File: config.mk
export PLATFORM = sky130hd
export DESIGN_NAME = hit_check
export DESIGN_NICKNAME = d
export VERILOG_FILES = /design/src/logic/cache_pkg.sv /design/src/logic/hit_check.sv
export SDC_FILE = /design/constraint.sdc
export NUM_CORES = 1
export LEC_CHECK = 0
export ABC_AREA = 1
export BUFFER_PORTS_ARGS = -buffer_cell sky130_fd_sc_hd__buf_2
export CORE_AREA = 2 2 201 203
export DETAILED_ROUTE_END_ITERATION = 10
export DIE_AREA = 0 0 203 205
export PLACE_DENSITY_LB_ADDON = 0.08
export SETUP_SLACK_MARGIN = 0.2
export SLEW_MARGIN = 20
export SYNTH_ARGS = -nofsm -noshare
export SYNTH_HDL_FRONTEND = slang
export SYNTH_SLANG_ARGS = --single-unit
File: constraint.sdc
create_clock -name vclk -period 2
set_clock_uncertainty 0.15 [all_clocks]
set_input_delay 0.2 -clock vclk [all_inputs]
set_output_delay 0.2 -clock vclk [all_outputs]
set_load 0.02 [all_outputs]
File: src/logic/cache_pkg.sv
package cache_pkg;

    // Word address width and word index width inside a 4-word line
    localparam int ADDR_WORD_BITS = 23;
    localparam int LINE_WORD_SEL_BITS = 2;

    typedef logic [24:0]  byte_addr_t;
    typedef logic [31:0]  word_t;
    typedef logic [3:0]   strb_t;
    typedef logic [127:0] line_data_t;
    typedef logic [20:0]  mem_addr_t;
    typedef logic [LINE_WORD_SEL_BITS-1:0] word_sel_t;

    // Source of the row written into a way
    typedef logic [1:0] wb_src_t;
    localparam wb_src_t WB_MERGE = 2'd0;
    localparam wb_src_t WB_FILL  = 2'd1;
    localparam wb_src_t WB_INVAL = 2'd2;
    localparam wb_src_t WB_SWEEP = 2'd3;

    typedef enum logic [2:0] {
        st_sweep,
        st_idle,
        st_check,
        st_fill,
        st_flush,
        st_flush_wait,
        st_write_apply,
        st_reply
    } ctrl_state_t;

endpackage

File: src/logic/hit_check.sv
`timescale 1ns/1ps

module hit_check #(
    parameter int set_bits = 8,
    localparam int tag_bits =
        cache_pkg::ADDR_WORD_BITS - set_bits - cache_pkg::LINE_WORD_SEL_BITS
) (
    input  cache_pkg::byte_addr_t sys_addr,
    input  cache_pkg::line_data_t mem_rdata,
    input  logic                  rd_valid_0,
    input  logic                  rd_valid_1,
    input  logic [tag_bits-1:0]   rd_tag_0,
    input  logic [tag_bits-1:0]   rd_tag_1,
    input  logic                  rd_lru_0,
    input  logic                  rd_lru_1,
    input  logic                  rd_dirty_0,
    input  logic                  rd_dirty_1,
    input  cache_pkg::line_data_t rd_data_0,
    input  cache_pkg::line_data_t rd_data_1,
    output logic                  hit_0,
    output logic                  hit_1,
    output cache_pkg::word_t      hit_word,
    output cache_pkg::word_t      fill_word,
    output logic                  victim_way,
    output logic                  victim_dirty,
    output logic [tag_bits-1:0]   victim_tag
);
    import cache_pkg::*;

    logic [tag_bits-1:0] req_tag;
    word_sel_t           word_sel;

    function automatic word_t pick_word(line_data_t line, word_sel_t sel);
        return line[sel*32 +: 32];
    endfunction

    assign req_tag  = sys_addr[24:set_bits+4];
    assign word_sel = sys_addr[3:2];

    // Compare straight off the RAM read port
    assign hit_0 = rd_valid_0 && (rd_tag_0 == req_tag);
    assign hit_1 = rd_valid_1 && (rd_tag_1 == req_tag);

    assign hit_word  = pick_word(hit_0 ? rd_data_0 : rd_data_1, word_sel);
    assign fill_word = pick_word(mem_rdata, word_sel);

    // Differing LRU bits mark way 1 as newer and make way 0 the victim
    assign victim_way = (rd_lru_0 == rd_lru_1);

    // Only a valid dirty line needs writing back
    assign victim_dirty = victim_way ? (rd_valid_1 && rd_dirty_1)
                                     : (rd_valid_0 && rd_dirty_0);
    assign victim_tag   = victim_way ? rd_tag_1 : rd_tag_0;

endmodule

==> run summary <==
Status: complete, but fails checks
Failing checks: setup timing
Initial Util: 13.0%
Slowest-stage cell, CP: buf_12
Clock share of power: 0%
Max FO, Critical Path: 6
Ys Warns: 0
Slew Limit Fails: 0
Syn Nets: 1539
Kind of end point of the critical path: primary output
DRT antenna net count: 0
Switching Fraction: 51.3%
Pint: 1.05 mW
Total grt overflow: 0
Simple-gate portion of the synthesized area: 62.9%
Sequential area share after synthesis: 0%
IO Pins: 522
Die X: 203 um
Area grow syn2layout: 121%
Pwr Total: 2.16 mW
Nets@finish: 2141
Tmin final: 2.20 ns
Largest family of logic cells by synthesized area: simple AND/OR/NAND/NOR gates
Setup Total Neg Slack: -4.00 ns
Number of global-route vias before repair: 9243
Gate power share: 100.0%
Crit path from: rd_tag_0[1]
Post-Synth XOR/XNOR Area: 1.20%
Placed Cells: 2110
Port Buffers: 512
Clock buffers: 0
Synth Cell Area: 5100 um2
Complex-gate fraction of the synthesized area: 12.7%
Crit path arrival time: 1.85 ns
Worst-margin pin slew: 0.464 ns
Pwr Density: 192 nW/um2
First-pass GRT wire length: 56700 um
Die area: 41600 um2
Core area: 39400 um2
Vias: 9398
Total track usage: 17.8%
Cell taking the most area after synthesis: nand2_1
Final WL: 41300 um
Post-Route Utilization: 28.6%
Synthesized area per cell: 4.64 um2
Mux share of post-synthesis cell area: 0%
Core Rows: 73
Netlist cell types: 23
Mapped Cells: 1098
Leak Pwr: 6.36 nW
Hold_ws: 0.606 ns
Critical Path Max Stage Delay: 0.16 ns
DRC viols: 0
Dpl hpwl: 28300 um
Startpoint types: input port
Relative max-transition margin: 68.8%
Max-cap check violation count: 0
Vias/cell: 4.22
Hold crit path type: input port to primary output
Sequential share of power: 0%
RSZ-0062 raised after global routing: true
1st-iter DRT viols: 411
Final GP Congestion: 0.848
Number of hold buffers added after CTS: 0
Largest net degree at the start of global routing: 98
Detailed-router iteration count before antenna repair: 5
Most common cell on crit path: nand2_1
Final hold viol count: 0
Worst path required time: 1.65 ns
Adder-Cell Fraction of Synth Area: 0%
Fmax: 0.454 GHz
FFs & Latches: 0
CP Cell Sequence: buf_8 > inv_4 > nand2_4 > nand2_2 > nor2_1 > nand2_1 > nor2_4 > buf_12 > nand2_8 > buf_12 > buf_16 > nand2_1 > nand3_1 > nand2_1 > nand2_1 > nand2_1 > buf_4
Non-Filler Instances: 2228
Critical path type: input port to primary output
Antenna violations before repair: 13
WL/cell: 18.5 um
Area share of the largest cell type after synthesis: 25.6%
Die H: 205 um
Final worst-path cycle share: 110%
Sequential cell area: 0 um2
# setup viols final: 33
Layout cell share with drive strength beyond 1: 49.2%
P_sw: 1.11 mW
CP endpoint: hit_word[16]
Peak VDD IR: 0.0000948 V
Main area contributors after synthesis: nand2_1 26%, nand3_1 16%, nand3b_1 14%
Final setup margin: -0.205 ns
final cells by class:
class	count	area, um2
well taps	525	657
inverters	187	732
fillers	4558	28100
multi-input cells	826	4490
repair buffers	685	5370
diodes	5	12.5
power groups by stage:
| stage | sequential [mW] | combinational [mW] | clock, mW |
|---|---|---|---|
| finish | 0 | 2.16 | 0.000000335 |
| global route | 0 | 2.35 | 0.000000201 |
| CTS | 0 | 2.03 | 0 |
| detailed placement | 0 | 1.73 | 0 |
| global placement | 0 | 1.73 | 0 |
| floorplan | 0 | 0.840 | 0 |
cells in the final DEF, fill, tap and decap left out, types with 10 or more instances in the layout:
cell type / Yosys / routed
inv_2: 2 / 14
inv_1: 184 / 162
nand2_2: 0 / 53
buf_6: 13 / 83
buf_16: 0 / 25
buf_12: 0 / 25
nand2_4: 0 / 21
buf_4: 9 / 76
nand3_1: 163 / 129
nor2_1: 81 / 73
nand3b_1: 96 / 96
inv_4: 0 / 10
buf_8: 0 / 17
nand2_1: 348 / 273
buf_2: 22 / 453
o22ai_1: 33 / 33
nand3_2: 0 / 33
o21ai_0: 84 / 82
metrics by stage:
stage                     area (um2)  setup slack [ns]
after floorplan                 5100             0.226
after global placement          8530            -0.342
after detailed placement        8530            -0.330
after CTS                      10500            -0.221
after global routing           11200            -0.296
final                          11300            -0.205
kinds of logic (layout without fill, tap and decap cells):
logic type                Yosys count  count (layout)
other                               0               5
AOI/OAI and AO/OA                 120             120
buffers and inverters             273             872
xor gates and xnor gates            7               7
and+or+nand+nor                   698             699
cells in the mapped netlist:
master,count
nand2_1,348
inv_1,184
nand3_1,163
nand3b_1,96
o21ai_0,84
nor2_1,81
clkbuf_1,33
o22ai_1,33
buf_2,22
buf_6,13
buf_1,9
buf_4,9
xor2_1,5
nand4_1,4
a21oi_1,2
inv_2,2
nor2_2,2
nor4_1,2
xnor2_1,2
a2111oi_0,1
clkinv_1,1
nor3_1,1
nor3b_1,1
what timing repair did:
action                     in CTS  in global routing
setup endpoints to repair      32                 35
resized for setup             211                156
buffers inserted               77                  7
pin swaps                      55                107
cloned                         23                  6
metal layers:
layer,wire length [um],GRT usage (%)
met5,91,0
met1,17300,22.8
met2,20700,32.1
met3,2730,2.93
met4,502,2.19
worst max-delay path, delay by kind of cell:
family,cells,cell delay (ns)
buf+inv,6,0.72
simple gates,11,0.94
worst min-delay path by stage:
stage            startpoint        endpoint  slack [ns]  cells after the start
5_1_grt        rd_tag_1[10]  victim_tag[10]        0.63                      4
3_3_place_gp     rd_dirty_1    victim_dirty        0.60                      4
4_1_cts         rd_tag_1[9]   victim_tag[9]        0.61                      4
3_5_place_dp     rd_dirty_1    victim_dirty        0.60                      4
2_1_floorplan   rd_tag_1[3]           hit_1        0.43                      3
6_report        rd_tag_1[9]   victim_tag[9]        0.61                      4
Power figures use the tool's default switching activity.
