===== config.mk =====
export PLATFORM = sky130hd
export DESIGN_NAME = line_merge
export DESIGN_NICKNAME = d
export VERILOG_FILES = /design/src/logic/cache_pkg.sv /design/src/logic/line_merge.sv
export SDC_FILE = /design/constraint.sdc
export NUM_CORES = 1
export LEC_CHECK = 0
export ABC_AREA = 0
export BUFFER_PORTS_ARGS = -buffer_cell sky130_fd_sc_hd__clkbuf_2
export CELL_PAD_IN_SITES_DETAIL_PLACEMENT = 0
export CELL_PAD_IN_SITES_GLOBAL_PLACEMENT = 1
export CORE_AREA = 2 2 346 348
export DETAILED_ROUTE_END_ITERATION = 10
export DIE_AREA = 0 0 348 350
export GPL_TIMING_DRIVEN = 1
export PLACE_DENSITY = 0.4
export SYNTH_ARGS = -nofsm -noshare
export SYNTH_HDL_FRONTEND = slang
export SYNTH_SLANG_ARGS = --single-unit

===== constraint.sdc =====
create_clock -name clk -period 7.7 [get_ports clk]
set_clock_uncertainty 0.15 [all_clocks]
set_input_delay 1.54 -clock clk [delete_from_list [all_inputs] [get_ports clk]]
set_output_delay 1.54 -clock clk [all_outputs]
set_load 0.01 [all_outputs]

===== src/logic/cache_pkg.sv =====
package cache_pkg;

    // Word address width and word index width inside a 4-word line
    localparam int ADDR_WORD_BITS = 23;
    localparam int LINE_WORD_SEL_BITS = 2;

    typedef logic [24:0]  byte_addr_t;
    typedef logic [31:0]  word_t;
    typedef logic [3:0]   strb_t;
    typedef logic [127:0] line_data_t;
    typedef logic [20:0]  mem_addr_t;
    typedef logic [LINE_WORD_SEL_BITS-1:0] word_sel_t;

    // Source of the row written into a way
    typedef logic [1:0] wb_src_t;
    localparam wb_src_t WB_MERGE = 2'd0;
    localparam wb_src_t WB_FILL  = 2'd1;
    localparam wb_src_t WB_INVAL = 2'd2;
    localparam wb_src_t WB_SWEEP = 2'd3;

    typedef enum logic [2:0] {
        st_sweep,
        st_idle,
        st_check,
        st_fill,
        st_flush,
        st_flush_wait,
        st_write_apply,
        st_reply
    } ctrl_state_t;

endpackage


===== src/logic/line_merge.sv =====
`timescale 1ns/1ps

module line_merge #(
    parameter int set_bits = 8,
    localparam int tag_bits =
        cache_pkg::ADDR_WORD_BITS - set_bits - cache_pkg::LINE_WORD_SEL_BITS
) (
    input  logic                  clk,
    input  cache_pkg::byte_addr_t sys_addr,
    input  cache_pkg::word_t      sys_wdata,
    input  cache_pkg::strb_t      sys_wstrb,
    input  cache_pkg::line_data_t mem_rdata,
    input  cache_pkg::wb_src_t    wb_src,
    input  logic                  victim_way,
    input  logic                  rd_lru_0, rd_dirty_0,
    input  logic                  rd_lru_1, rd_dirty_1,
    input  logic [tag_bits-1:0]   rd_tag_0, rd_tag_1,
    input  cache_pkg::line_data_t rd_data_0, rd_data_1,
    output logic                  wr_lru_0, wr_valid_0, wr_dirty_0,
    output logic                  wr_lru_1, wr_valid_1, wr_dirty_1,
    output logic [tag_bits-1:0]   wr_tag_0, wr_tag_1,
    output cache_pkg::line_data_t wr_data_0, wr_data_1,
    output cache_pkg::line_data_t mem_wdata
);
    import cache_pkg::*;

    logic [tag_bits-1:0] req_tag;
    word_sel_t           word_sel;
    logic                write_access;

    // Overlay the strobed bytes of the system word onto the addressed word
    function automatic line_data_t merge_bytes(line_data_t line, word_sel_t sel,
                                               word_t wdata, strb_t strb);
        line_data_t merged;
        merged = line;
        for (int b = 0; b < 4; b++) begin
            if (strb[b]) begin
                merged[sel*32 + b*8 +: 8] = wdata[b*8 +: 8];
            end
        end
        return merged;
    endfunction

    assign req_tag      = sys_addr[24:set_bits+4];
    assign word_sel     = sys_addr[3:2];
    assign write_access = (sys_wstrb != '0);

    always_comb begin
        // Way 0 copies way 1 and way 1 inverts way 0 to become newest
        wr_lru_0   = rd_lru_1;
        wr_lru_1   = !rd_lru_0;
        wr_valid_0 = 1'b0;
        wr_valid_1 = 1'b0;
        wr_dirty_0 = 1'b0;
        wr_dirty_1 = 1'b0;
        wr_tag_0   = '0;
        wr_tag_1   = '0;
        wr_data_0  = '0;
        wr_data_1  = '0;
        case (wb_src)
            WB_MERGE: begin
                wr_valid_0 = 1'b1;
                wr_valid_1 = 1'b1;
                wr_dirty_0 = write_access || rd_dirty_0;
                wr_dirty_1 = write_access || rd_dirty_1;
                wr_tag_0   = rd_tag_0;
                wr_tag_1   = rd_tag_1;
                wr_data_0  = merge_bytes(rd_data_0, word_sel, sys_wdata, sys_wstrb);
                wr_data_1  = merge_bytes(rd_data_1, word_sel, sys_wdata, sys_wstrb);
            end
            WB_FILL: begin
                wr_valid_0 = 1'b1;
                wr_valid_1 = 1'b1;
                wr_tag_0   = req_tag;
                wr_tag_1   = req_tag;
                wr_data_0  = mem_rdata;
                wr_data_1  = mem_rdata;
            end
            WB_INVAL: begin
                // An invalidated way turns oldest so the recheck refills it
                wr_lru_0 = !rd_lru_1;
                wr_lru_1 = rd_lru_0;
            end
            default: begin
                // Sweep rows start with known LRU bits
                wr_lru_0 = 1'b0;
                wr_lru_1 = 1'b0;
            end
        endcase
    end

    // Victim line captured during the lookup that starts a flush
    always_ff @(posedge clk) begin
        mem_wdata <= victim_way ? rd_data_1 : rd_data_0;
    end

endmodule


==> summary.md <==
| Metric | Value |
|---|---|
| Outcome | finished clean |
| Biggest register | mem_wdata |
| CTS Hold Bufs | 0 |
| Row cnt | ~130 |
| Crit path DAT | 4.25 ns |
| Initial core utilization | roughly 7.5% |
| Unrepaired setup endpoints after global routing | no |
| Die height | roughly 350 µm |
| Min-delay src | rd_data_1[54] |
| Largest cells by area after synthesis | dfxtp_1 (29%), a21o_1 (19%), mux2_2 (16%) |
| Global-route wire length before repair | 105 mm |
| DR vias/cell | between 3 and 4 |
| Number of global-route vias before repair | roughly 12000 |
| Slew @ Worst Pin | 1.08 ns |
| Clock tree buffer depth | 2 |
| Hold Path Stages | 2 |
| Register area | 2560 µm² |
| Compound-gate portion of the synthesized area | 37.7% |
| Post-synth top area cell | dfxtp_1 |
| I/O pin count | a little under 900 |
| H-tree depth | 4 |
| Total GRT Usage | 12.9% |
| Final TNS setup | 0 ns |
| Simple-gate share of the synthesized area | 9.15% |
| Area of the core | 118000 µm² |
| Ys async rst share | 0% |
| WL per Instance | approximately 25 µm |
| Register bit total from synthesis | ~130 |
| Detail Route Antenna Nets | 0 |
| Final Max Tran Viols | 0 |
| Post-DP HPWL | 69.2 mm |
| Most frequent cell after synthesis | a21o_1 |
| Worst Hold Slack | about 1.1 ns |
| Postcts setup bufs | 0 |
| Maximum clock rate | 0.168 GHz |
| CTS buffer count | 17 |
| EDFF count, synth | 0 |
| DR DRC count | 0 |
| Top_reg_cell synth | dfxtp_1 |
| Total power | 0.00243 W |
| Full die area | 122000 µm² |
| Yosys top cell area share | approximately 29% |
| P_leak | between 8 and 9 nW |
| Post-synthesis mux area share | 16.5% |
| Post-synth top cells | a21o_1 (228), dfxtp_1 (128), mux2_2 (128) |
| Comb pwr share | between 30% and 40% |
| Synth Area in Adders | 0.708% |
| Largest net degree at the start of global routing | 77 |
| Post-CTS sizing | 0 |
| Min-delay worst type | input port to register |
| Layout cells sized above 1 | between 60% and 70% |
| Critical path class | input port to primary output |
| Max-cap violations | 0 |
| CP required | 6.01 ns |
| Seq/Total Area, Yosys | 29.0% |
| Final wirelength | 81.6 mm |
| Max reg flops | 128 |
| Clock Power Share | 36.0% |
| Combinational family with the most area after synthesis | compound AO/OA/AOI/OAI gates |
| Setup violators final | 0 |
| Multi-input gate area | 5670 µm² |
| Sw frac | 38.3% |
| Final Hold Fails | 0 |
| Flop pwr share | between 30% and 40% |
| Fill cell count | about 14000 |
| Root buf cell | clkbuf_16 |
| Max FO, Critical Path | 15 |
| Setup crit end kind | primary output |
| Port bufs | 884 |
| Crit path launch type | input port |
| Total net switching power | 0.000930 W |
| Fin crit period | 5.94 ns |
| Layout Area Growth over Synthesis | 73.9% |
| Placement Cell Area | 14800 µm² |
| Initial antenna violation count | 4 |
| Total congestion overflow | 0 |
| Iter 0 DRT Violations | 703 |
| Synthesized area | 8830 µm² |
| Routability congestion estimate from global placement | 0.826 |
| YS warnings | 0 |
| Clock tree sinks | 128 |
| Mapped Avg Cell Area | 9.99 µm² |
| Die extent in x | 348 µm |
| Clock slew at reported path FFs | 0.07 ns |
| Slew HR | between 20% and 30% |
| Int Pwr | roughly 0.0015 W |
| Mapped Nets | 1368 |
| Synth cell types | 39 |
| Drt pass-1 iters | 5 |
| Via count | 11300 |
| Hold path endpoint | mem_wdata[54] |
| Fin area | 15400 µm² |
| Max VDD drop | 0.193 mV |
| Cells after Synth | 884 |
| CTS tree | built |
| Fin crit share | roughly 77% |
| Pwr dens | 158 nW/µm² |
| Xor-xnor portion of the synthesized cell area | 0% |
| Fin nets | 2200 |
| Biggest regs | mem_wdata x128 |
-- layout make-up --
cell class              count  share of cell area (%)
multi-input cells         665                    36.9
diodes                      6                  0.0978
well taps                1536                    12.5
clock inverters            15                   0.872
inverters                   3                  0.0733
clock buffers              17                    2.77
repair buffers            901                    30.1
flip-flops and latches    128                    16.7
-- worst max path at each step --
stage	startpoint	endpoint	slack, ns
finish	sys_addr[2]	wr_data_1[41]	1.76
global route	sys_addr[2]	wr_data_1[41]	1.52
CTS	sys_addr[2]	wr_data_1[41]	1.55
detailed placement	sys_addr[2]	wr_data_1[41]	1.55
global placement	sys_addr[2]	wr_data_1[41]	1.56
floorplan	sys_addr[2]	wr_data_0[32]	2.81
-- power groups by stage --
stage | Clock [W] | Sequential (W) | Combinational, W
3_3_place_gp | 0 | 0.000744 | 0.000847
6_report | 0.000872 | 0.000730 | 0.000824
2_1_floorplan | 0 | 0.000773 | 0.000325
3_5_place_dp | 0 | 0.000745 | 0.000840
5_1_grt | 0.000949 | 0.000734 | 0.000880
4_1_cts | 0.000937 | 0.000730 | 0.000844
-- placed cells by master (no fill, tap or decap), types with 5 or more instances in the layout --
cell        count
clkbuf_2      883
a21o_1        228
mux2_2        128
dfxtp_1       128
a32o_1        106
nand2_1        40
nand2b_1       27
a21oi_1        26
nand3_1        26
clkbuf_16      17
buf_4          12
a221o_1        10
nand4_1         9
a21oi_4         8
o2bb2ai_2       8
and4b_1         7
and2_1          7
diode_2         6
a21oi_2         6
clkinvlp_4      6
buf_12          5
-- stage by stage --
stage,setup WS [ns],utilization [%],instances
floorplan,2.81,-,884
CTS,1.55,13.0,3265
detailed placement,1.55,12.6,3233
finish,1.76,13.0,3271
global placement,1.56,12.6,3233
global route,1.52,13.0,3265
-- cell families (layout without fill, tap and decap cells) --
group,after synthesis,count (layout)
other cells,0,6
mux,130,130
compound gates,394,394
buf+inv,91,936
fa+ha+maj,5,5
flops,128,128
simple gates,136,136
-- metal layers --
metal	global-route usage [%]	share of wire (%)	wire length [µm]	vias to the layer above
met5	0	0.033	27	-
met4	3.07	1.6	1270	4
met3	4.07	6.8	5550	48
met2	22.5	50	40800	594
met1	15.2	42	33900	5533
li1	-	-	-	5138
-- worst max-delay path: stages --
cell and delay, ns:
clkbuf_2 0.27, buf_4 0.30, ha_2 0.66, and4b_1 0.61
a32o_1 0.37, a21o_1 0.28, clkbuf_2 0.20
No activity file was read; power rests on OpenSTA's default activity.
