[src/logic/init_sweep_counter.sv]
`timescale 1ns/1ps

module init_sweep_counter #(
    parameter int set_bits = 8
) (
    input  logic                clk,
    input  logic                rst,
    output logic [set_bits-1:0] sweep_index,
    output logic                sweep_done
);

    logic running;

    // Top index is held one extra cycle while the write enables come up
    always_ff @(posedge clk) begin
        if (rst) begin
            sweep_index <= '1;
            running     <= 1'b0;
            sweep_done  <= 1'b0;
        end else if (!sweep_done) begin
            running <= 1'b1;
            if (running) begin
                if (sweep_index == '0) begin
                    sweep_done <= 1'b1;
                end else begin
                    sweep_index <= sweep_index - 1'b1;
                end
            end
        end
    end

    // Once cleared the tags stay trusted until the next reset
    assert property (@(posedge clk) disable iff (rst) sweep_done |=> sweep_done)
        else $error("sweep_done fell after the sweep finished");

endmodule

[config.mk]
export PLATFORM = sky130hd
export DESIGN_NAME = init_sweep_counter
export DESIGN_NICKNAME = d
export VERILOG_FILES = /design/src/logic/init_sweep_counter.sv
export SDC_FILE = /design/constraint.sdc
export NUM_CORES = 1
export LEC_CHECK = 0
export BUFFER_PORTS_ARGS = -buffer_cell sky130_fd_sc_hd__buf_2
export CAP_MARGIN = 10
export CORE_AREA = 2 2 39 41
export CTS_CLUSTER_DIAMETER = 120
export DETAILED_ROUTE_END_ITERATION = 12
export DIE_AREA = 0 0 41 43
export REMOVE_ABC_BUFFERS = 1
export SLEW_MARGIN = 20
export SYNTH_ARGS = -nofsm -noshare
export SYNTH_HDL_FRONTEND = slang
export SYNTH_SLANG_ARGS = --single-unit
[constraint.sdc]
create_clock -name clk -period 2.04 [get_ports clk]
set_clock_uncertainty 0.1 [all_clocks]
set_input_delay 0.51 -clock clk [delete_from_list [all_inputs] [get_ports clk]]
set_output_delay 0.51 -clock clk [all_outputs]
set_load 0.05 [all_outputs]
==> results of run 1 <==
==> flip-flops by register name, indices dropped and copies added, names as in the netlist <==
| name | count |
|---|---|
| sweep_index | 8 |
| running | 1 |
| sweep_done | 1 |
==> routing by layer <==
layer | global-route usage, % | routed length [um] | up-vias | part of all wire, %
met4 | 14.0 | 42 | 0 | 4.5
met5 | 0 | 0 | - | 0
met3 | 3.14 | 44 | 5 | 4.7
met1 | 16.0 | 429 | 191 | 46
li1 | - | - | 217 | -
met2 | 20.0 | 425 | 10 | 45
==> metrics by stage <==
| step | TNS, ns | power, mW | cells | area, um^2 | hold slack, ns |
|---|---|---|---|---|---|
| floorplan | -0.0609 | 0.242 | 51 | 472 | 0.379 |
| global placement | 0 | 0.252 | 77 | 542 | 0.405 |
| detailed placement | 0 | 0.253 | 77 | 542 | 0.411 |
| CTS | 0 | 0.440 | 81 | 578 | 0.344 |
| global route | 0 | 0.450 | 81 | 583 | 0.352 |
| finish | 0 | 0.434 | 81 | 583 | 0.340 |
==> worst max-delay path, cell delays in order (launching register included) <==
cell,delay [ns]
sky130_fd_sc_hd__dfxtp_1,0.42
sky130_fd_sc_hd__inv_1,0.09
sky130_fd_sc_hd__ha_1,0.22
sky130_fd_sc_hd__nor3b_2,0.19
sky130_fd_sc_hd__a211oi_2,0.41
sky130_fd_sc_hd__nand4_1,0.14
sky130_fd_sc_hd__a21o_1,0.19
==> kinds of logic (layout without fill, tap and decap cells) <==
kind of cell / Yosys count / in the layout / share of synthesized area (%)
simple gates: 18 / 18 / 23.3
compound gates: 13 / 13 / 19.4
flops: 10 / 10 / 42.4
buf+inv: 5 / 19 / 3.98
xor+xnor: 3 / 3 / 5.57
fa+ha+maj: 2 / 2 / 5.30
==> area by class of cell <==
| cell class | instances | area [um^2] |
|---|---|---|
| clock buffers | 4 | 36.3 |
| fillers | 135 | 801 |
| inverters | 5 | 18.8 |
| multi-input cells | 36 | 258 |
| flip-flops and latches | 10 | 200 |
| well taps | 16 | 20.0 |
| repair buffers | 10 | 50.0 |
==> timing repair <==
action                                  4_1_cts  5_1_grt
endpoints found under the setup margin        0        1
resized for setup                             0        1
endpoints found under the hold margin         0        0
==> cells in the final DEF (no fill, tap or decap) <==
cell type                  count
sky130_fd_sc_hd__a211oi_1      1
sky130_fd_sc_hd__a211oi_2      1
sky130_fd_sc_hd__a21o_1        1
sky130_fd_sc_hd__a21oi_1       3
sky130_fd_sc_hd__a31o_1        1
sky130_fd_sc_hd__a31oi_1       2
sky130_fd_sc_hd__and3_1        1
sky130_fd_sc_hd__buf_2        10
sky130_fd_sc_hd__clkbuf_4      3
sky130_fd_sc_hd__clkbuf_8      1
sky130_fd_sc_hd__dfxtp_1      10
sky130_fd_sc_hd__ha_1          2
sky130_fd_sc_hd__inv_1         5
sky130_fd_sc_hd__nand2_1       4
sky130_fd_sc_hd__nand3_1       1
sky130_fd_sc_hd__nand3b_1      1
sky130_fd_sc_hd__nand4_1       1
sky130_fd_sc_hd__nor2_1        3
sky130_fd_sc_hd__nor3_1        2
sky130_fd_sc_hd__nor3b_2       1
sky130_fd_sc_hd__nor4_2        1
sky130_fd_sc_hd__o21ai_0       1
sky130_fd_sc_hd__o21ai_1       1
sky130_fd_sc_hd__o41ai_1       2
sky130_fd_sc_hd__or4_1         1
sky130_fd_sc_hd__or4_4         1
sky130_fd_sc_hd__or4b_1        1
sky130_fd_sc_hd__xnor2_1       3
==> power groups by stage <==
stage	Clock [mW]	Combinational [mW]	Sequential, mW
CTS	0.192	0.0408	0.208
floorplan	0	0.0160	0.226
finish	0.186	0.0403	0.208
global route	0.197	0.0440	0.209
global placement	0	0.0401	0.212
detailed placement	0	0.0407	0.212
==> path summary, 6_finish.rpt <==
kind	start	endpoint	slack [ns]	cells past startpoint
setup reg to reg	sweep_index[0]	sweep_index[5]	0.20	6
setup / recovery	sweep_index[0]	sweep_index[5]	0.20	6
hold reg to reg	running	running	0.42	2
hold / removal	rst	running	0.34	2
==> results.md, run 1 <==
Critical path:
- The largest fanout on the critical path is 5.
- The data required time at the worst endpoint is 2.12 ns.
- The type of the worst setup path is reg2reg.
- The worst setup path is captured at a flop.
- STA puts the critical path data arrival time at 1.92 ns.
- The startpoint class of the critical path is a flop.

Routing:
- The detailed-route DRC error count is 0.
- The violation count after the first detailed-route iteration is 3.
- The first TritonRoute pass finished after 4 iterations.
- In this run the remaining antenna-violating nets after routing total 0.
- The detailed-route vias per instance is 5.22.
- The via total after detailed routing is 423.
- The total wirelength of the detailed-routed design is 942 um.
- Dividing the detail-routed wire length by the instance count gives 11.6 um.

Synthesis:
- The number of enable-type register cells in the synthesized netlist is 0.
- The count of cell types in the netlist is 25.
- The commonest cells after synthesis are 10 x sky130_fd_sc_hd__dfxtp_1, 5 x sky130_fd_sc_hd__inv_1, 4 x sky130_fd_sc_hd__nand2_1.
- Sorting the synthesized cells by area gives the leading types as sky130_fd_sc_hd__dfxtp_1 42%, sky130_fd_sc_hd__xnor2_1 5.6%, sky130_fd_sc_hd__ha_1 5.3%.
- Counting flops and latches in the post-synthesis netlist gives 10.
- The fraction of registers with async set/reset is 0%.
- The proportion of synthesized chip area in sequential cells is 42.4%.
- The flip-flop cell with the highest count after synthesis is sky130_fd_sc_hd__dfxtp_1.
- The most numerous cell in the Yosys netlist is sky130_fd_sc_hd__dfxtp_1.
- During synthesis, Yosys emitted a total of 0 warnings.
- The share of synthesized area in the top cell type comes to 42.4%.
- The count of mapped cells out of synthesis is 51.
- The post-synthesis cell area is 472 um^2.
- The average cell area after synthesis is 9.25 um^2.
- The top cell type by total area after synthesis is sky130_fd_sc_hd__dfxtp_1.

GRT:
- The number of global-route vias before repair is 390.
- The initial antenna violation count is 0.
- The total global routing track utilization is 14.1%.
- Global routing finished with a remaining overflow of 0.
- Entering global routing, the biggest net connects 8 pins.
- The first global-routing pass estimated 1610 um of wire.

Timing:
- Setup repair after global routing left no endpoint under its margin.
- The worst pin sits at a relative slew slack of 71.9%.
- The final hold violation count is 0.
- The count of endpoints failing setup in the final report is 0.
- For the pin with the worst max-slew slack, the measured transition is 0.418 ns.
- The max-slew violation total from the final report is 0.
- Static timing analysis puts the maximum clock frequency at 0.545 GHz.
- The clock period minus worst slack is 1.84 ns.
- In the finished design, the share of the clock period the worst path needs comes to 90.0%.
- The final setup slack of the worst path is 0.204 ns.

Pwr:
- The cell internal power dissipation is 321 uW.
- The worst-case IR drop observed on VDD is 0.000333 V.
- The static leakage is 0.234 nW.
- The net switching share of the total power is 26.1%.
- In this run, the clock network consumes 42.9% of the power.
- The net switching power is 113 uW.
- For this design the ratio of total power to cell area is 745 nW/um^2.
- The share of power burned in registers is 47.8%.
- Combinational logic is responsible for 9.3% of the overall power.

Place:
- The last weighted congestion value of the routability-driven placer is 0.688.
- The half-perimeter wire length after detailed placement is 696 um.
- The post-placement setup slack is 0.140 ns.
- Buffers placed on the I/O ports in this run total 10.

Final layout:
- The relative area change from synthesis to final layout is 23.6%.
- For this run, the share of the core covered by cells in the final layout is 42.1%.
- The antenna cell count is 0.
- The post-route netlist has 27.7% of its cells at a drive strength greater than 1.
- The total number of nets in the final design is 70.

Floorplan:
- The vertical die dimension is 43 um.
- Measured along the x axis, the die boundary spans 41 um.
- In this run the count of I/O pins placed on the die edge is 11.
- The overall die area is 1760 um^2.
- The floorplan has 14 rows.
- The total area inside the core boundary comes to 1380 um^2.
- The initial core utilization is 34.1%.

Flow run:
- The number of maximum-capacitance constraint violations is 0.

Clock network:
- The number of setup buffers added after CTS is 0.
- The number of clock sinks seen by CTS is 10.
- The register clock-pin slew on the reported worst setup and hold paths is 0.07 ns.
- At the later pin of the worst-skew pair, clock insertion delay measures 0.28 ns.
- The maximum buffer depth of the clock tree is 2.
- Buffers inserted during clock tree synthesis total 3.
- Buffers inserted to repair hold after CTS numbered 0.
- The TritonCTS clock tree is built.
- The number of levels in the clock H-tree is 1.
- The tree is rooted in a sky130_fd_sc_hd__clkbuf_4.

Outcome:
- The run finished with clean final reports.

Min path:
- The path class of the tightest hold or removal check is in2reg.
Note: power is estimated with default switching activity, not from simulation.
==> run 2: changes to the inputs <==
--- a/config.mk
+++ b/config.mk
@@ -5,12 +5,12 @@
 export SDC_FILE = /design/constraint.sdc
 export NUM_CORES = 1
 export LEC_CHECK = 0
+export ABC_AREA = 1
 export BUFFER_PORTS_ARGS = -buffer_cell sky130_fd_sc_hd__buf_2
 export CAP_MARGIN = 10
-export CORE_AREA = 2 2 39 41
+export CORE_UTILIZATION = 35
 export CTS_CLUSTER_DIAMETER = 120
 export DETAILED_ROUTE_END_ITERATION = 12
-export DIE_AREA = 0 0 41 43
 export REMOVE_ABC_BUFFERS = 1
 export SLEW_MARGIN = 20
 export SYNTH_ARGS = -nofsm -noshare
==> run 2 against run 1 <==
  * Via count increased by 18%
  * Fmax increased by 8.3%
  * Synthesized cell count increased by 51%
  * Total power increased by 16%
  * Wire length increased by 18%
==> results.md, run 2 <==
Routing:
- The via total after detailed routing is 500 (+18%).
- The violation count after the first detailed-route iteration is 6 (+3).
- The detailed-route vias per instance is 4.72 (-9.7%).
- The detailed-route DRC error count is 0 (unchanged).
- The met3 wirelength from detailed routing is 69 um (+57%).
- The met1 wire length is 524 um (+22%).
- The number of detailed-routing iterations run before antenna repair is 4 (unchanged).
- The average detailed-routed wire length per instance is 10.5 um (-10%).
- The total met2 wirelength after detailed routing is 492 um (+16%).
- The total wirelength of the detailed-routed design is 1110 um (+18%).
- The top metal layer carrying routed signals is met4.
- The post-route antenna net violation count came to 0 (unchanged).

Floorplan:
- The initial core utilization is 39.7% (+5.7 points).
- The width of the die is 41.4 um (+0.95%).
- The standard-cell row count is 13 (-1).
- The overall die area is 1710 um^2 (-2.8%).
- The number of top-level design ports is 11 (unchanged).
- The vertical die dimension came to 41.4 um (-3.7%).
- The placeable core region is 1370 um^2 (-1.3%).

Outcome:
- The flow ran to the end, and the final reports show no timing, DRC or antenna violations.

Place:
- The half-perimeter wire length after detailed placement was 810 um (+16%).
- The number of port buffers is 10 (unchanged).
- The last weighted congestion value of the routability-driven placer is 0.791 (+15%).

Min path:
- The path with the worst hold slack has its endpoint at running.
- The number of stages on the worst hold path is 2 (unchanged).
- The launch point of the worst hold path is rst.
- The min-delay analysis places its worst path in the category in2reg.

GRT:
- The wire length of the first global-routing pass was 1710 um (+6.5%).
- The number of global-route vias before repair is 402 (+3.1%).
- The pin count of the biggest net entering global routing is 10 (+2).
- The total overflow reported by the global router is 0 (unchanged).
- The total global routing track utilization is 16.8% (+2.7 points).
- The initial antenna violation count was 0 (unchanged).

Synthesis:
- The count of mapped cells out of synthesis is 77 (+51%).
- The fraction of registers with async set/reset came to 0% (unchanged).
- Among all flip-flop cells after synthesis, the most frequent one is sky130_fd_sc_hd__dfxtp_1.
- The fraction of post-synthesis cell area in the top cell type by area is 36.9% (-5.6 points).
- The post-synthesis cell area is 543 um^2 (+15%).
- The proportion of synthesized chip area in sequential cells is 36.9% (-5.6 points).
- The count of cell types in the netlist is 15 (-40%).
- Among all cell types in the netlist, the one instantiated most often is sky130_fd_sc_hd__nand2_1.
- The average cell area after synthesis was 7.05 um^2 (-24%).
- After synthesis, the cell types taking the most area are sky130_fd_sc_hd__dfxtp_1 37%, sky130_fd_sc_hd__nand2_1 18%, sky130_fd_sc_hd__nand3_1 10%.
- The number of enable-type register cells in the synthesized netlist is 0 (unchanged).
- The number of synthesized register bits is 10 (unchanged).
- By count the netlist is led by 26 x sky130_fd_sc_hd__nand2_1, 11 x sky130_fd_sc_hd__nand3_1, 10 x sky130_fd_sc_hd__dfxtp_1, 8 x sky130_fd_sc_hd__inv_1, 7 x sky130_fd_sc_hd__nor2_1.
- The top cell type by total area after synthesis is sky130_fd_sc_hd__dfxtp_1.
- The number of synthesis warnings is 0 (unchanged).

Timing:
- The share of the clock period used by the worst path after layout is 83.1% (-6.9 points).
- The clock period minus worst slack is 1.70 ns (-0.141 ns).
- Setup repair after global routing left no endpoint under its margin.
- The final hold violation count came to 0 (unchanged).
- The slew at the pin closest to its max-slew limit is 0.297 ns (-0.121 ns).
- The count of endpoints failing setup in the final report is 0 (unchanged).
- The headroom to the max-slew limit came to 80.2% (+8.3 points).
- The max-slew violation total from the final report came to 0 (unchanged).
- The post-route setup TNS is 0 ns (unchanged).
- The fmax is 0.590 GHz (+8.3%).

Critical path:
- The longest individual stage delay on the worst path came to 0.49 ns (+0.07 ns).
- The data required time at the worst endpoint came to 1.43 ns (-0.69 ns).
- The data arrival at the endpoint of the critical path came to 1.09 ns (-0.83 ns).
- The number of cells on the worst reg-to-reg path is 7 (+1).
- The worst register-to-register path begins at sweep_index[0].
- The largest fanout on the critical path is 6 (+1).
- The endpoint identified for the worst register-to-register timing path is sweep_index[1].
- The type of the worst setup path is reg2out.
- The reg2reg setup slack came to 0.53 ns (+0.33 ns).
- STA classifies the critical path startpoint as a flop.
- The nature of the critical path endpoint is an output port.
- Broken down by cell family, the worst path's largest delay share belongs to flip-flops.
- Traced cell by cell, the critical path runs through buf_2.
- The slowest stage of the critical path belongs to the cell sky130_fd_sc_hd__dfxtp_1.
- The sum of buffers and inverters on the critical path came to 1 (unchanged).

Final layout:
- The library cells used most frequently in the layout, excluding fill and tap cells, are 26 x sky130_fd_sc_hd__nand2_1, 11 x sky130_fd_sc_hd__nand3_1, 10 x sky130_fd_sc_hd__buf_2, 10 x sky130_fd_sc_hd__dfxtp_1, 8 x sky130_fd_sc_hd__inv_1.
- The total number of nets in the final design was 96 (+37%).
- The antenna cell count was 0 (unchanged).
- From synthesis to final layout, the design area changed by 19.4%.
- The fraction of final layout cells sized beyond drive strength 1 was 22.0% (-5.7 points).
- The largest registers in the layout are sweep_index (8), running (1), sweep_done (1).
- The number of flip-flops in the largest register is 8 (unchanged).
- Counting flops per register, the top entry is sweep_index.
- Leaving out fill and tap cells, the most frequent cell in the layout is sky130_fd_sc_hd__nand2_1.

Pwr:
- The power per cell area is 778 nW/um^2 (+4.5%).
- The power after layout came to 504 uW (+16%).
- The static leakage was 0.326 nW (+39%).
- The worst supply voltage drop on vdd came to 0.000390 V (+17%).

Clock network:
- The post-cts gate resize count was 0 (unchanged).
- The CTS buffer count came to 3 (unchanged).
- The register clock-pin slew on the reported worst setup and hold paths was 0.07 ns (about the same).
- The root buffer cell is sky130_fd_sc_hd__clkbuf_4.
- The clock network latency to the later pin of the worst-skew pair is 0.27 ns (about the same).
- The number of levels in the clock H-tree came to 1 (unchanged).
- The number of clock sinks seen by CTS is 10 (unchanged).
- The maximum buffer depth of the clock tree came to 2 (unchanged).
- The number of setup buffers added after CTS was 0 (unchanged).
- The TritonCTS clock tree is built.
- The post-cts hold buffer count is 0 (unchanged).

Flow run:
- The number of maximum-capacitance constraint violations came to 0 (unchanged).
## run 2: changes by cell type after synthesis, moves of 2 or more
cell                      delta
sky130_fd_sc_hd__a31oi_1     -2
sky130_fd_sc_hd__nand3_1    +10
sky130_fd_sc_hd__nand2_2     +2
sky130_fd_sc_hd__a21oi_1     -2
sky130_fd_sc_hd__nor3_1      -2
sky130_fd_sc_hd__o41ai_1     -2
sky130_fd_sc_hd__inv_1       +3
sky130_fd_sc_hd__nand2_1    +22
sky130_fd_sc_hd__nor2_4      +2
sky130_fd_sc_hd__nor2_1      +4
## run 2: worst register-to-register path, delay by kind of cell (launching register included)
| kind | cells | cell delay [ns] |
|---|---|---|
| buffers and inverters | 2 | 0.24 |
| AO/OA/AOI/OAI | 1 | 0.30 |
| flip-flops | 1 | 0.32 |
| AND/OR/NAND/NOR | 3 | 0.26 |
| adder cells (fa/ha/maj) | 1 | 0.17 |
## run 2: power by group
part | internal [mW] | leakage (nW) | switching (mW)
clock network | 0.109 | 0.0210 | 0.0712
registers | 0.208 | 0.0830 | 0.0165
logic | 0.0273 | 0.222 | 0.0731
## run 2: worst max path at each step
stage	from	endpoint	slack [ns]	cells after the start
CTS	sweep_index[5]	sweep_index[5]	0.34	1
global route	sweep_index[5]	sweep_index[5]	0.31	1
global placement	sweep_index[0]	sweep_index[4]	0.55	7
floorplan	sweep_index[0]	sweep_index[3]	0.37	6
detailed placement	sweep_index[0]	sweep_index[4]	0.53	7
finish	sweep_index[5]	sweep_index[5]	0.34	1
## run 2: final cells by class
| class | instances | area (um^2) |
|---|---|---|
| Clock buffer | 4 | 36.3 |
| Fill cell | 146 | 718 |
| Inverter | 9 | 36.3 |
| Multi-Input combinational cell | 58 | 307 |
| Sequential cell | 10 | 200 |
| Tap cell | 15 | 18.8 |
| Timing Repair Buffer | 10 | 50.0 |
## run 2: cells by family after synthesis
family          after synthesis  share of synthesized area (%)
flops                        10                           36.9
compound gates                3                           5.30
simple gates                 50                           41.7
fa+ha+maj                     2                           4.61
buf+inv                       9                           6.68
xor+xnor                      3                           4.84
## run 2: layer usage
layer	vias up	global-route usage, %
met5	-	0
met4	0	9.68
met3	2	9.57
met2	14	21.9
met1	210	21.1
li1	274	-
## run 2: through the flow
step	instance area, um^2	utilization, %	setup slack [ns]	instances	hold WS, ns
6_report	648	47.4	0.345	106	0.317
5_1_grt	648	47.4	0.308	106	0.313
4_1_cts	648	47.4	0.344	106	0.310
3_5_place_dp	612	44.8	0.527	102	0.369
3_3_place_gp	612	44.8	0.550	102	0.358
2_1_floorplan	543	-	0.371	77	0.346
