--- src/logic/cache_pkg.sv ---
package cache_pkg;

    // Word address width and word index width inside a 4-word line
    localparam int ADDR_WORD_BITS = 23;
    localparam int LINE_WORD_SEL_BITS = 2;

    typedef logic [24:0]  byte_addr_t;
    typedef logic [31:0]  word_t;
    typedef logic [3:0]   strb_t;
    typedef logic [127:0] line_data_t;
    typedef logic [20:0]  mem_addr_t;
    typedef logic [LINE_WORD_SEL_BITS-1:0] word_sel_t;

    // Source of the row written into a way
    typedef logic [1:0] wb_src_t;
    localparam wb_src_t WB_MERGE = 2'd0;
    localparam wb_src_t WB_FILL  = 2'd1;
    localparam wb_src_t WB_INVAL = 2'd2;
    localparam wb_src_t WB_SWEEP = 2'd3;

    typedef enum logic [2:0] {
        st_sweep,
        st_idle,
        st_check,
        st_fill,
        st_flush,
        st_flush_wait,
        st_write_apply,
        st_reply
    } ctrl_state_t;

endpackage

--- src/logic/cache_ctrl.sv ---
`timescale 1ns/1ps

module cache_ctrl (
    input  logic               clk,
    input  logic               rst,
    input  logic               sys_valid,
    input  cache_pkg::strb_t   sys_wstrb,
    input  logic               sweep_done,
    input  logic               hit_0,
    input  logic               hit_1,
    input  cache_pkg::word_t   hit_word,
    input  cache_pkg::word_t   fill_word,
    input  logic               victim_way,
    input  logic               victim_dirty,
    input  logic               mem_ready,
    output logic               sys_ready,
    output cache_pkg::word_t   sys_rdata,
    output logic               mem_valid,
    output logic               mem_write,
    output logic               mem_addr_sel,
    output logic               way_we_0,
    output logic               way_we_1,
    output cache_pkg::wb_src_t wb_src,
    output logic               addr_sel
);
    import cache_pkg::*;

    ctrl_state_t state;

    // A flush targets the victim line and a fill the request line
    assign mem_addr_sel = mem_write;
    assign addr_sel     = (state == st_sweep);

    ////////////////////////////////////////////////////////////////////
    // Request sequencing
    ////////////////////////////////////////////////////////////////////

    always_ff @(posedge clk) begin
        if (rst) begin
            state     <= st_sweep;
            sys_ready <= 1'b0;
            mem_valid <= 1'b0;
            mem_write <= 1'b0;
            way_we_0  <= 1'b0;
            way_we_1  <= 1'b0;
            wb_src    <= WB_SWEEP;
        end else begin
            case (state)
                st_sweep: begin
                    way_we_0 <= !sweep_done;
                    way_we_1 <= !sweep_done;
                    if (sweep_done) begin
                        state <= st_idle;
                    end
                end
                st_idle: begin
                    if (sys_valid) begin
                        state <= st_check;
                    end
                end
                st_check: begin
                    if (hit_0 || hit_1) begin
                        // Row is rewritten for LRU and any write bytes
                        sys_rdata <= hit_word;
                        way_we_0  <= hit_0;
                        way_we_1  <= !hit_0;
                        wb_src    <= WB_MERGE;
                        state     <= st_write_apply;
                    end else begin
                        mem_valid <= 1'b1;
                        mem_write <= victim_dirty;
                        state     <= victim_dirty ? st_flush : st_fill;
                    end
                end
                st_fill: begin
                    if (mem_ready) begin
                        way_we_0 <= !victim_way;
                        way_we_1 <= victim_way;
                        wb_src   <= WB_FILL;
                        state    <= st_write_apply;
                    end
                end
                st_flush: begin
                    if (mem_ready) begin
                        mem_valid <= 1'b0;
                        way_we_0  <= !victim_way;
                        way_we_1  <= victim_way;
                        wb_src    <= WB_INVAL;
                        state     <= st_flush_wait;
                    end
                end
                st_flush_wait: begin
                    way_we_0 <= 1'b0;
                    way_we_1 <= 1'b0;
                    if (!mem_ready) begin
                        state <= st_check;
                    end
                end
                st_write_apply: begin
                    // Fill data stays on mem_rdata until mem_valid drops here
                    way_we_0  <= 1'b0;
                    way_we_1  <= 1'b0;
                    mem_valid <= 1'b0;
                    if (wb_src == WB_FILL && sys_wstrb != '0) begin
                        // The filled line hits on the recheck and takes the write
                        state <= st_check;
                    end else begin
                        if (wb_src == WB_FILL) begin
                            sys_rdata <= fill_word;
                        end
                        sys_ready <= 1'b1;
                        state     <= st_reply;
                    end
                end
                st_reply: begin
                    if (!sys_valid) begin
                        sys_ready <= 1'b0;
                        state     <= st_idle;
                    end
                end
            endcase
        end
    end

    ////////////////////////////////////////////////////////////////////
    // Checks
    ////////////////////////////////////////////////////////////////////

    // No reply may overlap an outstanding write-back
    assert property (@(posedge clk) disable iff (rst)
        (state == st_flush) |-> !(mem_valid && sys_ready))
        else $error("sys_ready high while a flush is outstanding");

    // Only the sweep writes both ways at once
    assert property (@(posedge clk) disable iff (rst)
        (state != st_sweep) |-> !(way_we_0 && way_we_1))
        else $error("both way write enables high outside the sweep");

endmodule

--- config.mk ---
export PLATFORM = sky130hd
export DESIGN_NAME = cache_ctrl
export DESIGN_NICKNAME = d
export VERILOG_FILES = /design/src/logic/cache_pkg.sv /design/src/logic/cache_ctrl.sv
export SDC_FILE = /design/constraint.sdc
export NUM_CORES = 1
export LEC_CHECK = 0
export ABC_AREA = 0
export ABC_CLOCK_PERIOD_IN_PS = 4350
export BUFFER_PORTS_ARGS = -buffer_cell sky130_fd_sc_hd__buf_2
export CORE_UTILIZATION = 44
export CTS_CLUSTER_DIAMETER = 120
export DETAILED_ROUTE_END_ITERATION = 10
export PLACE_DENSITY = 0.83
export SLEW_MARGIN = 10
export SYNTH_ARGS = -nofsm -noshare
export SYNTH_HDL_FRONTEND = slang
export SYNTH_SLANG_ARGS = --single-unit
--- constraint.sdc ---
create_clock -name clk -period 4.35 [get_ports clk]
set_clock_uncertainty 0.05 [all_clocks]
set_input_delay 0.2175 -clock clk [delete_from_list [all_inputs] [get_ports clk]]
set_output_delay 0.2175 -clock clk [all_outputs]
set_load 0.02 [all_outputs]
==> results of run 1 <==
-- final timing paths --
| kind | startpoint | end | slack [ns] |
|---|---|---|---|
| max reg2reg | state[1] | state[0] | 2.10 |
| min reg2reg | way_we_0 | way_we_0 | 0.43 |
| max | state[1] | state[0] | 2.10 |
| min | hit_word[31] | sys_rdata[31] | 0.18 |
-- Yosys cell counts --
library cell,count
mux2_2,33
edfxtp_1,32
nor2_1,11
a21oi_1,10
dfxtp_1,10
nand2_1,7
o21ai_0,5
a211oi_1,4
buf_2,4
buf_6,4
buf_4,3
nand2b_1,3
nor3_1,3
o21bai_1,3
a311oi_2,2
inv_1,2
inv_2,2
nand3b_1,2
or3_1,2
a211o_1,1
a21boi_1,1
a221oi_2,1
a22oi_1,1
a311oi_1,1
a31oi_1,1
a41o_1,1
and2_1,1
and2b_1,1
and3_2,1
clkbuf_1,1
mux2i_1,1
nand2_2,1
nand3b_4,1
nor3_4,1
nor4_1,1
nor4b_1,1
nor4b_2,1
o2111a_1,1
o211a_1,1
o21ai_1,1
o22ai_1,1
-- state kept, by name (all words and copies together) (netlist names) --
register and cells:
mem_valid 1, mem_addr_sel 1, state 3, wb_src 2, sys_ready 1, way_we_0 1
sys_rdata 32, way_we_1 1
-- power groups by stage --
stage,Combinational [mW],Sequential (mW),Clock (mW)
after floorplan,0.319,0.573,0
after global placement,0.387,0.581,0
after global routing,0.430,0.588,0.252
after detailed placement,0.391,0.585,0
final,0.388,0.577,0.225
after CTS,0.392,0.577,0.234
-- critical path: cells and delay by family (launching register included) --
family          cells  cell delay, ns
simple gates        1            0.53
compound gates      3            0.76
flops               1            0.81
-- final cells by class --
| type | instances | area (sq um) |
|---|---|---|
| timing repair buffer | 118 | 593.1 |
| sequential | 42 | 1161 |
| clock buffer | 5 | 68.82 |
| tap | 52 | 65.06 |
| fill | 362 | 1719 |
| clock inverter | 3 | 11.26 |
| multi-input combinational | 106 | 870.8 |
| inverter | 4 | 15.01 |
-- metal layers --
layer | GRT usage | share of wire | up-vias
li1 | - | - | 848
met1 | 0.2055 | 0.41 | 776
met2 | 0.3132 | 0.51 | 84
met3 | 0.04219 | 0.078 | 4
met4 | 0.05882 | 0.0057 | 0
met5 | 0 | 0 | -
-- cells in the final DEF, fill, tap and decap left out, types with 2 or more instances in the layout --
master,n
inv_1,2
dfxtp_1,10
nor3_1,3
o21ai_0,5
nand2b_1,3
a21oi_1,10
nand2_1,7
a311oi_2,2
nor2_1,11
mux2_2,33
buf_2,117
nand3b_1,2
a211oi_1,3
or3_1,2
clkbuf_8,5
clkinv_1,3
o21bai_1,3
inv_2,2
edfxtp_1,32
-- logic make-up (layout without fill, tap and decap cells) --
family,Yosys count,after routing,share of synthesized area
AOI/OAI and AO/OA,35,35,0.1195
buffers and inverters,16,130,0.05003
DFF,42,42,0.5462
muxes,34,34,0.1795
and+or+nand+nor,37,37,0.1048
-- per-stage QoR --
| stage | setup slack (ns) | hold slack, ns | power, mW | instances |
|---|---|---|---|---|
| 2_1_floorplan | 0.5946 | 0.3114 | 0.8919 | 164 |
| 3_5_place_dp | 2.084 | 0.4152 | 0.9761 | 322 |
| 5_1_grt | 1.903 | 0.1704 | 1.269 | 330 |
| 3_3_place_gp | 2.182 | 0.4036 | 0.9686 | 322 |
| 6_report | 2.102 | 0.1825 | 1.190 | 330 |
| 4_1_cts | 2.050 | 0.1737 | 1.204 | 330 |
==> results.py, run 1 <==
metrics = {
    "outcome": {
        "status": "completed",
    },
    "global_routing": {
        "track_usage": 0.1746,
        "grt_pass1_vias": 1540,
        "grt_first_pass_wirelength_um": 6844,
        "antenna_found_initial": 0,
        "grt_max_degree": 34,
        "grt-ovfl-total": 0,
    },
    "sta": {
        "min_period_ns": 2.248,
        "fin_tns_setup_ns": 0,
        "rsz0062_at_grt": "false",
        "slew_violations": 0,
        "slew_headroom": 0.4788,
        "max_clock_freq_mhz": 444.9,
        "finalHoldViolations": 0,
        "worstMarginPinSlew_ns": 0.7808,
        "finalSetupViolCount": 0,
        "min_period_over_period": 0.5167,
    },
    "clock_tree": {
        "hold_buffers": 0,
        "cts_resized": 0,
        "cts_tree": "done",
        "clk_latency_ns": 0.28,
        "cts_setup_buffers": 0,
        "root_buffer": "clkbuf_8",
        "numCtsBuffers": 5,
        "htreeDepth": 2,
        "cts_sinks": 42,
        "cts_buffer_depth": 2,
        "clkTransAtPathRegs_ns": 0.08,
    },
    "floorplanning": {
        "coreArea_sq_mm": 0.004504,
        "dieArea_sq_mm": 0.005113,
        "die_y_um": 71.51,
        "fp.dieW_um": 71.51,
        "fp-row-count": 24,
        "io_pins": 118,
        "start_util": 0.4719,
    },
    "synth": {
        "syn_area_sq_mm": 0.002126,
        "synth_top_area_frac": 0.4520,
        "synth_area_per_cell_sq_um": 12.96,
        "syn_inst": 164,
        "yosysWarnings": 0,
        "ys_types": 41,
        "yosys_register_bits": 42,
        "synth_top_area_cell": "edfxtp_1",
        "synth_seq_area_share": 0.5462,
        "syn-num-nets": 241,
        "netlist_top_cells_area": "edfxtp_1 (45%), mux2_2 (17%), dfxtp_1 (9.4%)",
    },
    "detailed_routing": {
        "drt_iter0_drc": 110,
        "dr.pass1.iters": 4,
        "vias": 1712,
        "drt_wl_total_um": 4356,
        "drc": 0,
        "viasPerCell": 5.188,
        "ant_nets": 0,
        "wl_per_cell_um": 13.20,
    },
    "power_and_ir_drop": {
        "comb_power_share": 0.326,
        "ir_drop_v": 0.0002737,
        "switching_power_mw": 0.4081,
        "p_sw_frac": 0.3428,
        "powerDensity_mw_per_mm2": 427.4,
        "p_leak_nw": 1.219,
        "clockPowerShare": 0.189,
        "internal-power_mw": 0.7823,
        "power_frac_seq": 0.484,
    },
    "critical_path": {
        "worst-setup-path-type": "reg -> reg",
        "endpoint_kind": "register",
        "worstPathCellList": "nand3b_4 -> o21bai_1 -> o211a_1 -> a311oi_2",
        "cp_slowest_cell": "dfxtp_1",
        "cp.required_ns": 4.50,
        "worst_setup_path_start_kind": "register",
        "max_stage_delay_ns": 0.81,
        "cp_data_arrival_time_ns": 2.40,
        "reg2reg_depth": 4,
        "cp_max_fo": 33,
    },
    "finish": {
        "final_layout_size_suffix_gt1_frac": 0.6007,
        "antenna_cells": 0,
        "utilization": 0.6183,
        "syn_to_final_growth_pct": 31.02,
        "layout.nets": 354,
        "stdcell_area_sq_mm": 0.002785,
    },
    "worst_hold_path": {
        "hp-class": "in -> reg",
        "hold_depth": 2,
    },
    "place": {
        "gp_congestion": 0.8645,
        "dp_hpwl_um": 3311,
        "place_area_sq_mm": 0.002705,
        "io_buffer_count": 117,
    },
    "job": {
        "maxCapViolCount": 0,
    },
}
No activity file was read; power rests on OpenSTA's default activity.
==> run 2, diff against run 1 <==
- ABC_AREA: 0 -> 1
- ABC_CLOCK_PERIOD_IN_PS: 4350 -> 2000
- CORE_UTILIZATION: 44 -> 40
- PLACE_DENSITY: 0.83 -> 0.8
- clock period: 4.35 -> 2 ns (I/O delays scaled with it)
==> results.py, run 2 <==
metrics = {
    "detailed_routing": {
        "ant_nets": 0,
        "dr.pass1.iters": 4,
        "viasPerCell": 4.472,
        "drt_iter0_drc": 71,
        "vias": 2048,
        "wl_per_cell_um": 11.25,
        "drt_wl_total_um": 5153,
        "drc": 0,
    },
    "clock_tree": {
        "numCtsBuffers": 5,
        "clkTransAtPathRegs_ns": 0.08,
        "cts_sinks": 42,
        "clk_latency_ns": 0.29,
        "cts_buffer_depth": 2,
        "htreeDepth": 2,
        "root_buffer": "clkbuf_8",
        "cts_tree": "done",
    },
    "synth": {
        "synthTopCellsByCount": "nand2_1 (136), edfxtp_1 (32), inv_1 (15), nor2_1 (15), dfxtp_1 (10)",
        "synth_seq_area_share": 0.5504,
        "yosysWarnings": 0,
        "syn-num-nets": 332,
        "ys_async_sr_fraction": 0,
        "netlist_top_cells_area": "edfxtp_1 (46%), nand2_1 (24%), dfxtp_1 (9.5%)",
        "synth_top_family_by_area": "simple AND/OR/NAND/NOR gates",
        "syn_area_sq_mm": 0.002110,
        "ys_types": 25,
        "synth-compound-area-share": 0.03737,
        "yosys.area_share.simple": 0.3410,
        "synth_top_area_frac": 0.4555,
        "synth_most_common_cell": "nand2_1",
        "yosys_register_bits": 42,
        "synth_top_area_cell": "edfxtp_1",
        "synth_edf_count": 32,
        "synthAdderAreaFrac": 0,
        "synth_area_per_cell_sq_um": 8.273,
        "synthXorXnorAreaFrac": 0,
        "syn_inst": 255,
        "synth_ff_type": "edfxtp_1",
        "muxShareOfSynthArea": 0,
    },
    "global_routing": {
        "grt_pass1_vias": 1702,
        "track_usage": 0.1796,
        "grt-ovfl-total": 0,
        "grt_max_degree": 34,
        "antenna_found_initial": 0,
        "grt_first_pass_wirelength_um": 7452,
    },
    "sta": {
        "finalHoldViolations": 0,
        "min_period_ns": 1.667,
        "max_clock_freq_mhz": 600.0,
        "worstMarginPinSlew_ns": 0.5772,
        "rsz0062_at_grt": "false",
        "finalSetupViolCount": 0,
        "slew_violations": 0,
        "fin_tns_setup_ns": 0,
        "slew_headroom": 0.6140,
        "min_period_over_period": 0.8334,
    },
    "critical_path": {
        "endpoint": "sys_rdata[26]",
        "max_stage_delay_ns": 0.56,
        "cp_data_arrival_time_ns": 1.54,
        "cp_num_cells": 4,
        "worstPathCellList": "inv_1 -> nor2_1 -> a31oi_2 -> nor3_4",
        "reg2reg_depth": 4,
        "rr_startpoint": "wb_src[0]",
        "r2r_end": "sys_rdata[26]",
        "worst-setup-path-type": "reg -> reg",
        "cp.required_ns": 1.88,
        "path_buf_inv": 1,
        "endpoint_kind": "register",
        "cp_slowest_cell": "nor3_4",
        "crit_family": "simple AND/OR/NAND/NOR gates",
        "worst_setup_path_start_kind": "register",
        "startpoint": "wb_src[0]",
        "r2r_setup_slack_ns": 0.33,
        "cp_max_fo": 12,
    },
    "floorplanning": {
        "start_util": 0.4130,
        "io_pins": 118,
        "coreArea_sq_mm": 0.005107,
        "fp-row-count": 26,
        "dieArea_sq_mm": 0.005568,
        "die_y_um": 74.62,
        "fp.dieW_um": 74.62,
    },
    "job": {
        "maxCapViolCount": 0,
    },
    "outcome": {
        "status": "completed",
    },
    "place": {
        "dp_hpwl_um": 3826,
        "gp_congestion": 0.8745,
        "io_buffer_count": 117,
    },
    "finish": {
        "layout.nets": 464,
        "n_fill_cell": 471,
        "syn_to_final_growth_pct": 41.40,
        "final_cell_mix": "nand2_1 (135), buf_2 (117), edfxtp_1 (32)",
        "antenna_cells": 0,
        "largest_reg_flops": 32,
        "top_register": "sys_rdata",
        "top_regs": "sys_rdata: 32 flops, state: 3 flops, wb_src: 2 flops",
        "final_common_cell": "nand2_1",
        "utilization": 0.5840,
        "final_layout_size_suffix_gt1_frac": 0.4124,
    },
    "worst_hold_path": {
        "hp-class": "in -> reg",
    },
    "power_and_ir_drop": {
        "p_leak_nw": 1.540,
        "ir_drop_v": 0.0007973,
        "p_total_mw": 3.490,
        "powerDensity_mw_per_mm2": 1170,
    },
}
-- run 2: area by class of cell --
cell class,instances,area (sq um),area share
Multi-Input combinational cell,186,834.6,0.2798
Inverter,19,73.82,0.02475
Tap cell,70,87.58,0.02936
Sequential cell,42,1166,0.3909
Clock buffer,5,68.82,0.02307
Timing Repair Buffer,133,708.2,0.2374
Clock inverter,3,43.79,0.01468
-- run 2: per-stage QoR --
step / hold WS, ns / std cells / worst slack [ns] / area, sq um
detailed placement: 0.2573 / 447 / -0.2783 / 2836
global route: 0.01323 / 458 / 0.1866 / 2983
global placement: 0.2492 / 447 / -0.1903 / 2836
finish: 0.02215 / 458 / 0.3332 / 2983
floorplan: 0.1191 / 255 / 0.01796 / 2137
CTS: 0.01470 / 457 / 0.06487 / 2969
-- run 2: cells by family (layout without fill, tap and decap cells) --
logic type             after synthesis  count (layout)
buffers and inverters               28             160
AO/OA/AOI/OAI                       13              13
flip-flops                          42              42
AND/OR/NAND/NOR                    172             173
-- run 2: power breakdown --
| part | internal (mW) | total (mW) | switching, mW |
|---|---|---|---|
| clock network | 0.374 | 0.664 | 0.290 |
| registers | 1.15 | 1.22 | 0.0700 |
| logic | 0.597 | 1.60 | 1.01 |
-- run 2: per-layer routing --
layer  track usage  routed length, um
met1        0.2035               2197
met2        0.3353               2581
met3       0.05087                349
met4       0.03774                 24
met5             0                  0
-- run 2: tightest hold or removal path, stage by stage --
cell and delay [ns]:
buf_2 0.07, nand2_1 0.04, nand2_1 0.04
-- run 2: how the worst min path moves through the flow --
stage	start	end	slack (ns)	cells past startpoint
finish	hit_word[10]	sys_rdata[10]	0.02	3
detailed placement	rst	sys_ready	0.26	2
global route	fill_word[9]	sys_rdata[9]	0.01	3
CTS	hit_word[25]	sys_rdata[25]	0.01	3
floorplan	rst	sys_ready	0.12	1
global placement	rst	sys_ready	0.25	2
-- run 2: what timing repair did --
action	4_1_cts	5_1_grt
hold endpoints to repair	1	0
setup buffers	0	1
endpoints found under the setup margin	32	20
pin swaps	1	0
hold buffers	1	0
cloned	1	0
resized for setup	0	1
==> run 3, diff against run 2 <==
- ABC_CLOCK_PERIOD_IN_PS: 2000 -> 1500
- clock period: 2 -> 1.5 ns (I/O delays scaled with it)
==> results.py, run 3 (synthesis results as in run 2) <==
metrics = {
    "sta": {
        "max_clock_freq_mhz": 692.0,
        "slew_violations": 0,
        "worstMarginPinSlew_ns": 0.3117,
        "finalSetupViolCount": 0,
        "slew_headroom": 0.7922,
        "finalHoldViolations": 0,
        "min_period_over_period": 0.9634,
        "hold_ws_ns": 0.004609,
        "min_period_ns": 1.445,
        "rsz0062_at_grt": "true",
    },
    "floorplanning": {
        "fp.dieW_um": 74.62,
        "dieArea_sq_mm": 0.005568,
        "die_y_um": 74.62,
        "coreArea_sq_mm": 0.005107,
        "start_util": 0.4130,
        "fp-row-count": 26,
        "io_pins": 118,
    },
    "detailed_routing": {
        "dr.pass1.iters": 4,
        "drt_iter0_drc": 61,
        "drc": 0,
        "drt_wl_total_um": 4962,
        "wl_per_cell_um": 10.93,
        "viasPerCell": 4.498,
        "ant_nets": 0,
        "vias": 2042,
    },
    "power_and_ir_drop": {
        "clockPowerShare": 0.152,
        "internal-power_mw": 2.628,
        "power_frac_seq": 0.382,
        "p_leak_nw": 1.515,
        "switching_power_mw": 1.768,
        "comb_power_share": 0.466,
        "ir_drop_v": 0.0009092,
        "p_sw_frac": 0.4021,
        "p_total_mw": 4.396,
        "powerDensity_mw_per_mm2": 1484,
    },
    "finish": {
        "top_regs": "sys_rdata: 32 flops, state: 3 flops, wb_src: 2 flops",
        "finalNonFillerCells": 454,
        "antenna_cells": 0,
        "syn_to_final_growth_pct": 40.39,
        "n_fill_cell": 471,
        "largest_reg_flops": 32,
        "layout.nets": 460,
        "top_register": "sys_rdata",
        "final_layout_size_suffix_gt1_frac": 0.4036,
        "final_common_cell": "nand2_1",
        "final_cell_mix": "nand2_1 (135), buf_2 (117), edfxtp_1 (32)",
    },
    "global_routing": {
        "grt_pass1_vias": 1744,
        "grt-ovfl-total": 0,
        "antenna_found_initial": 0,
        "grt_max_degree": 34,
        "track_usage": 0.1788,
        "grt_first_pass_wirelength_um": 7445,
    },
    "place": {
        "dp_hpwl_um": 3897,
        "gp_congestion": 0.8979,
        "io_buffer_count": 117,
        "placedCellCount": 443,
    },
    "critical_path": {
        "worst_setup_path_start_kind": "register",
        "worst-setup-path-type": "reg -> reg",
        "cp.required_ns": 1.43,
        "cp_data_arrival_time_ns": 1.38,
        "endpoint_kind": "register",
        "cp_max_fo": 32,
    },
    "clock_tree": {
        "cts_buffer_depth": 2,
        "cts_sinks": 42,
        "numCtsBuffers": 5,
        "clk_latency_ns": 0.28,
        "htreeDepth": 2,
        "root_buffer": "clkbuf_8",
        "clkTransAtPathRegs_ns": 0.08,
        "cts_tree": "done",
    },
    "job": {
        "maxCapViolCount": 0,
    },
    "worst_hold_path": {
        "hp-class": "in -> reg",
    },
    "outcome": {
        "status": "completed",
    },
}
## run 3: final cells by class
class,count,area (sq um),share of cell area
sequential,42,1170,0.3950
timing repair buffer,130,706.9,0.2387
clock inverter,2,8.758,0.002957
multi-input combinational,185,839.6,0.2835
inverter,19,76.32,0.02577
clock buffer,6,72.57,0.02450
tap,70,87.58,0.02957
## run 3: routing by layer
layer / share of wire / vias to the layer above / track usage
li1: - / 1065 / -
met1: 0.42 / 888 / 0.2029
met2: 0.51 / 82 / 0.3273
met3: 0.063 / 7 / 0.03882
met4: 0.0093 / 0 / 0.06918
met5: 0 / - / 0
## run 3: path summary, 6_finish.rpt
path / start / end / slack, ns / depth (start not counted)
worst max-delay path: state[0] / sys_rdata[7] / 0.05 / 7
worst min-delay path: hit_word[8] / sys_rdata[8] / 0.005 / 3
worst max register to register: state[0] / sys_rdata[7] / 0.05 / 7
worst min register to register: sys_ready / sys_ready / 0.43 / 2
## run 3: power by group through the flow
stage	sequential [mW]	clock, mW	combinational (mW)
floorplan	1.87	0	1.30
CTS	1.68	0.690	2.07
finish	1.68	0.668	2.05
detailed placement	1.70	0	2.05
global route	1.70	0.742	2.30
global placement	1.69	0	2.01
## run 3: metrics by stage
stage	TNS, ns	setup WS, ns	util	area, sq um
global route	-0.3851	-0.01525	0.5799	2962
detailed placement	-0.04000	-0.02029	0.5571	2845
finish	0	0.05493	0.5799	2962
global placement	0	0.05704	0.5571	2845
CTS	0	0.04175	0.5796	2960
floorplan	-14.78	-0.4619	-	2163
## run 3: repair_timing
item / in CTS / in global routing
resized for setup: 1 / 1
buffers inserted: 0 / 0
endpoints found under the hold margin: 3 / 0
setup endpoints to repair: 2 / 50
pin swaps: 0 / 0
hold buffers: 3 / 0
## run 3: critical path, cell delays in order (launching register included)
cell,delay [ns]
dfxtp_4,0.40
inv_4,0.06
nand2_4,0.06
nor2_4,0.04
inv_4,0.06
a31oi_4,0.03
nor3_4,0.21
buf_12,0.23
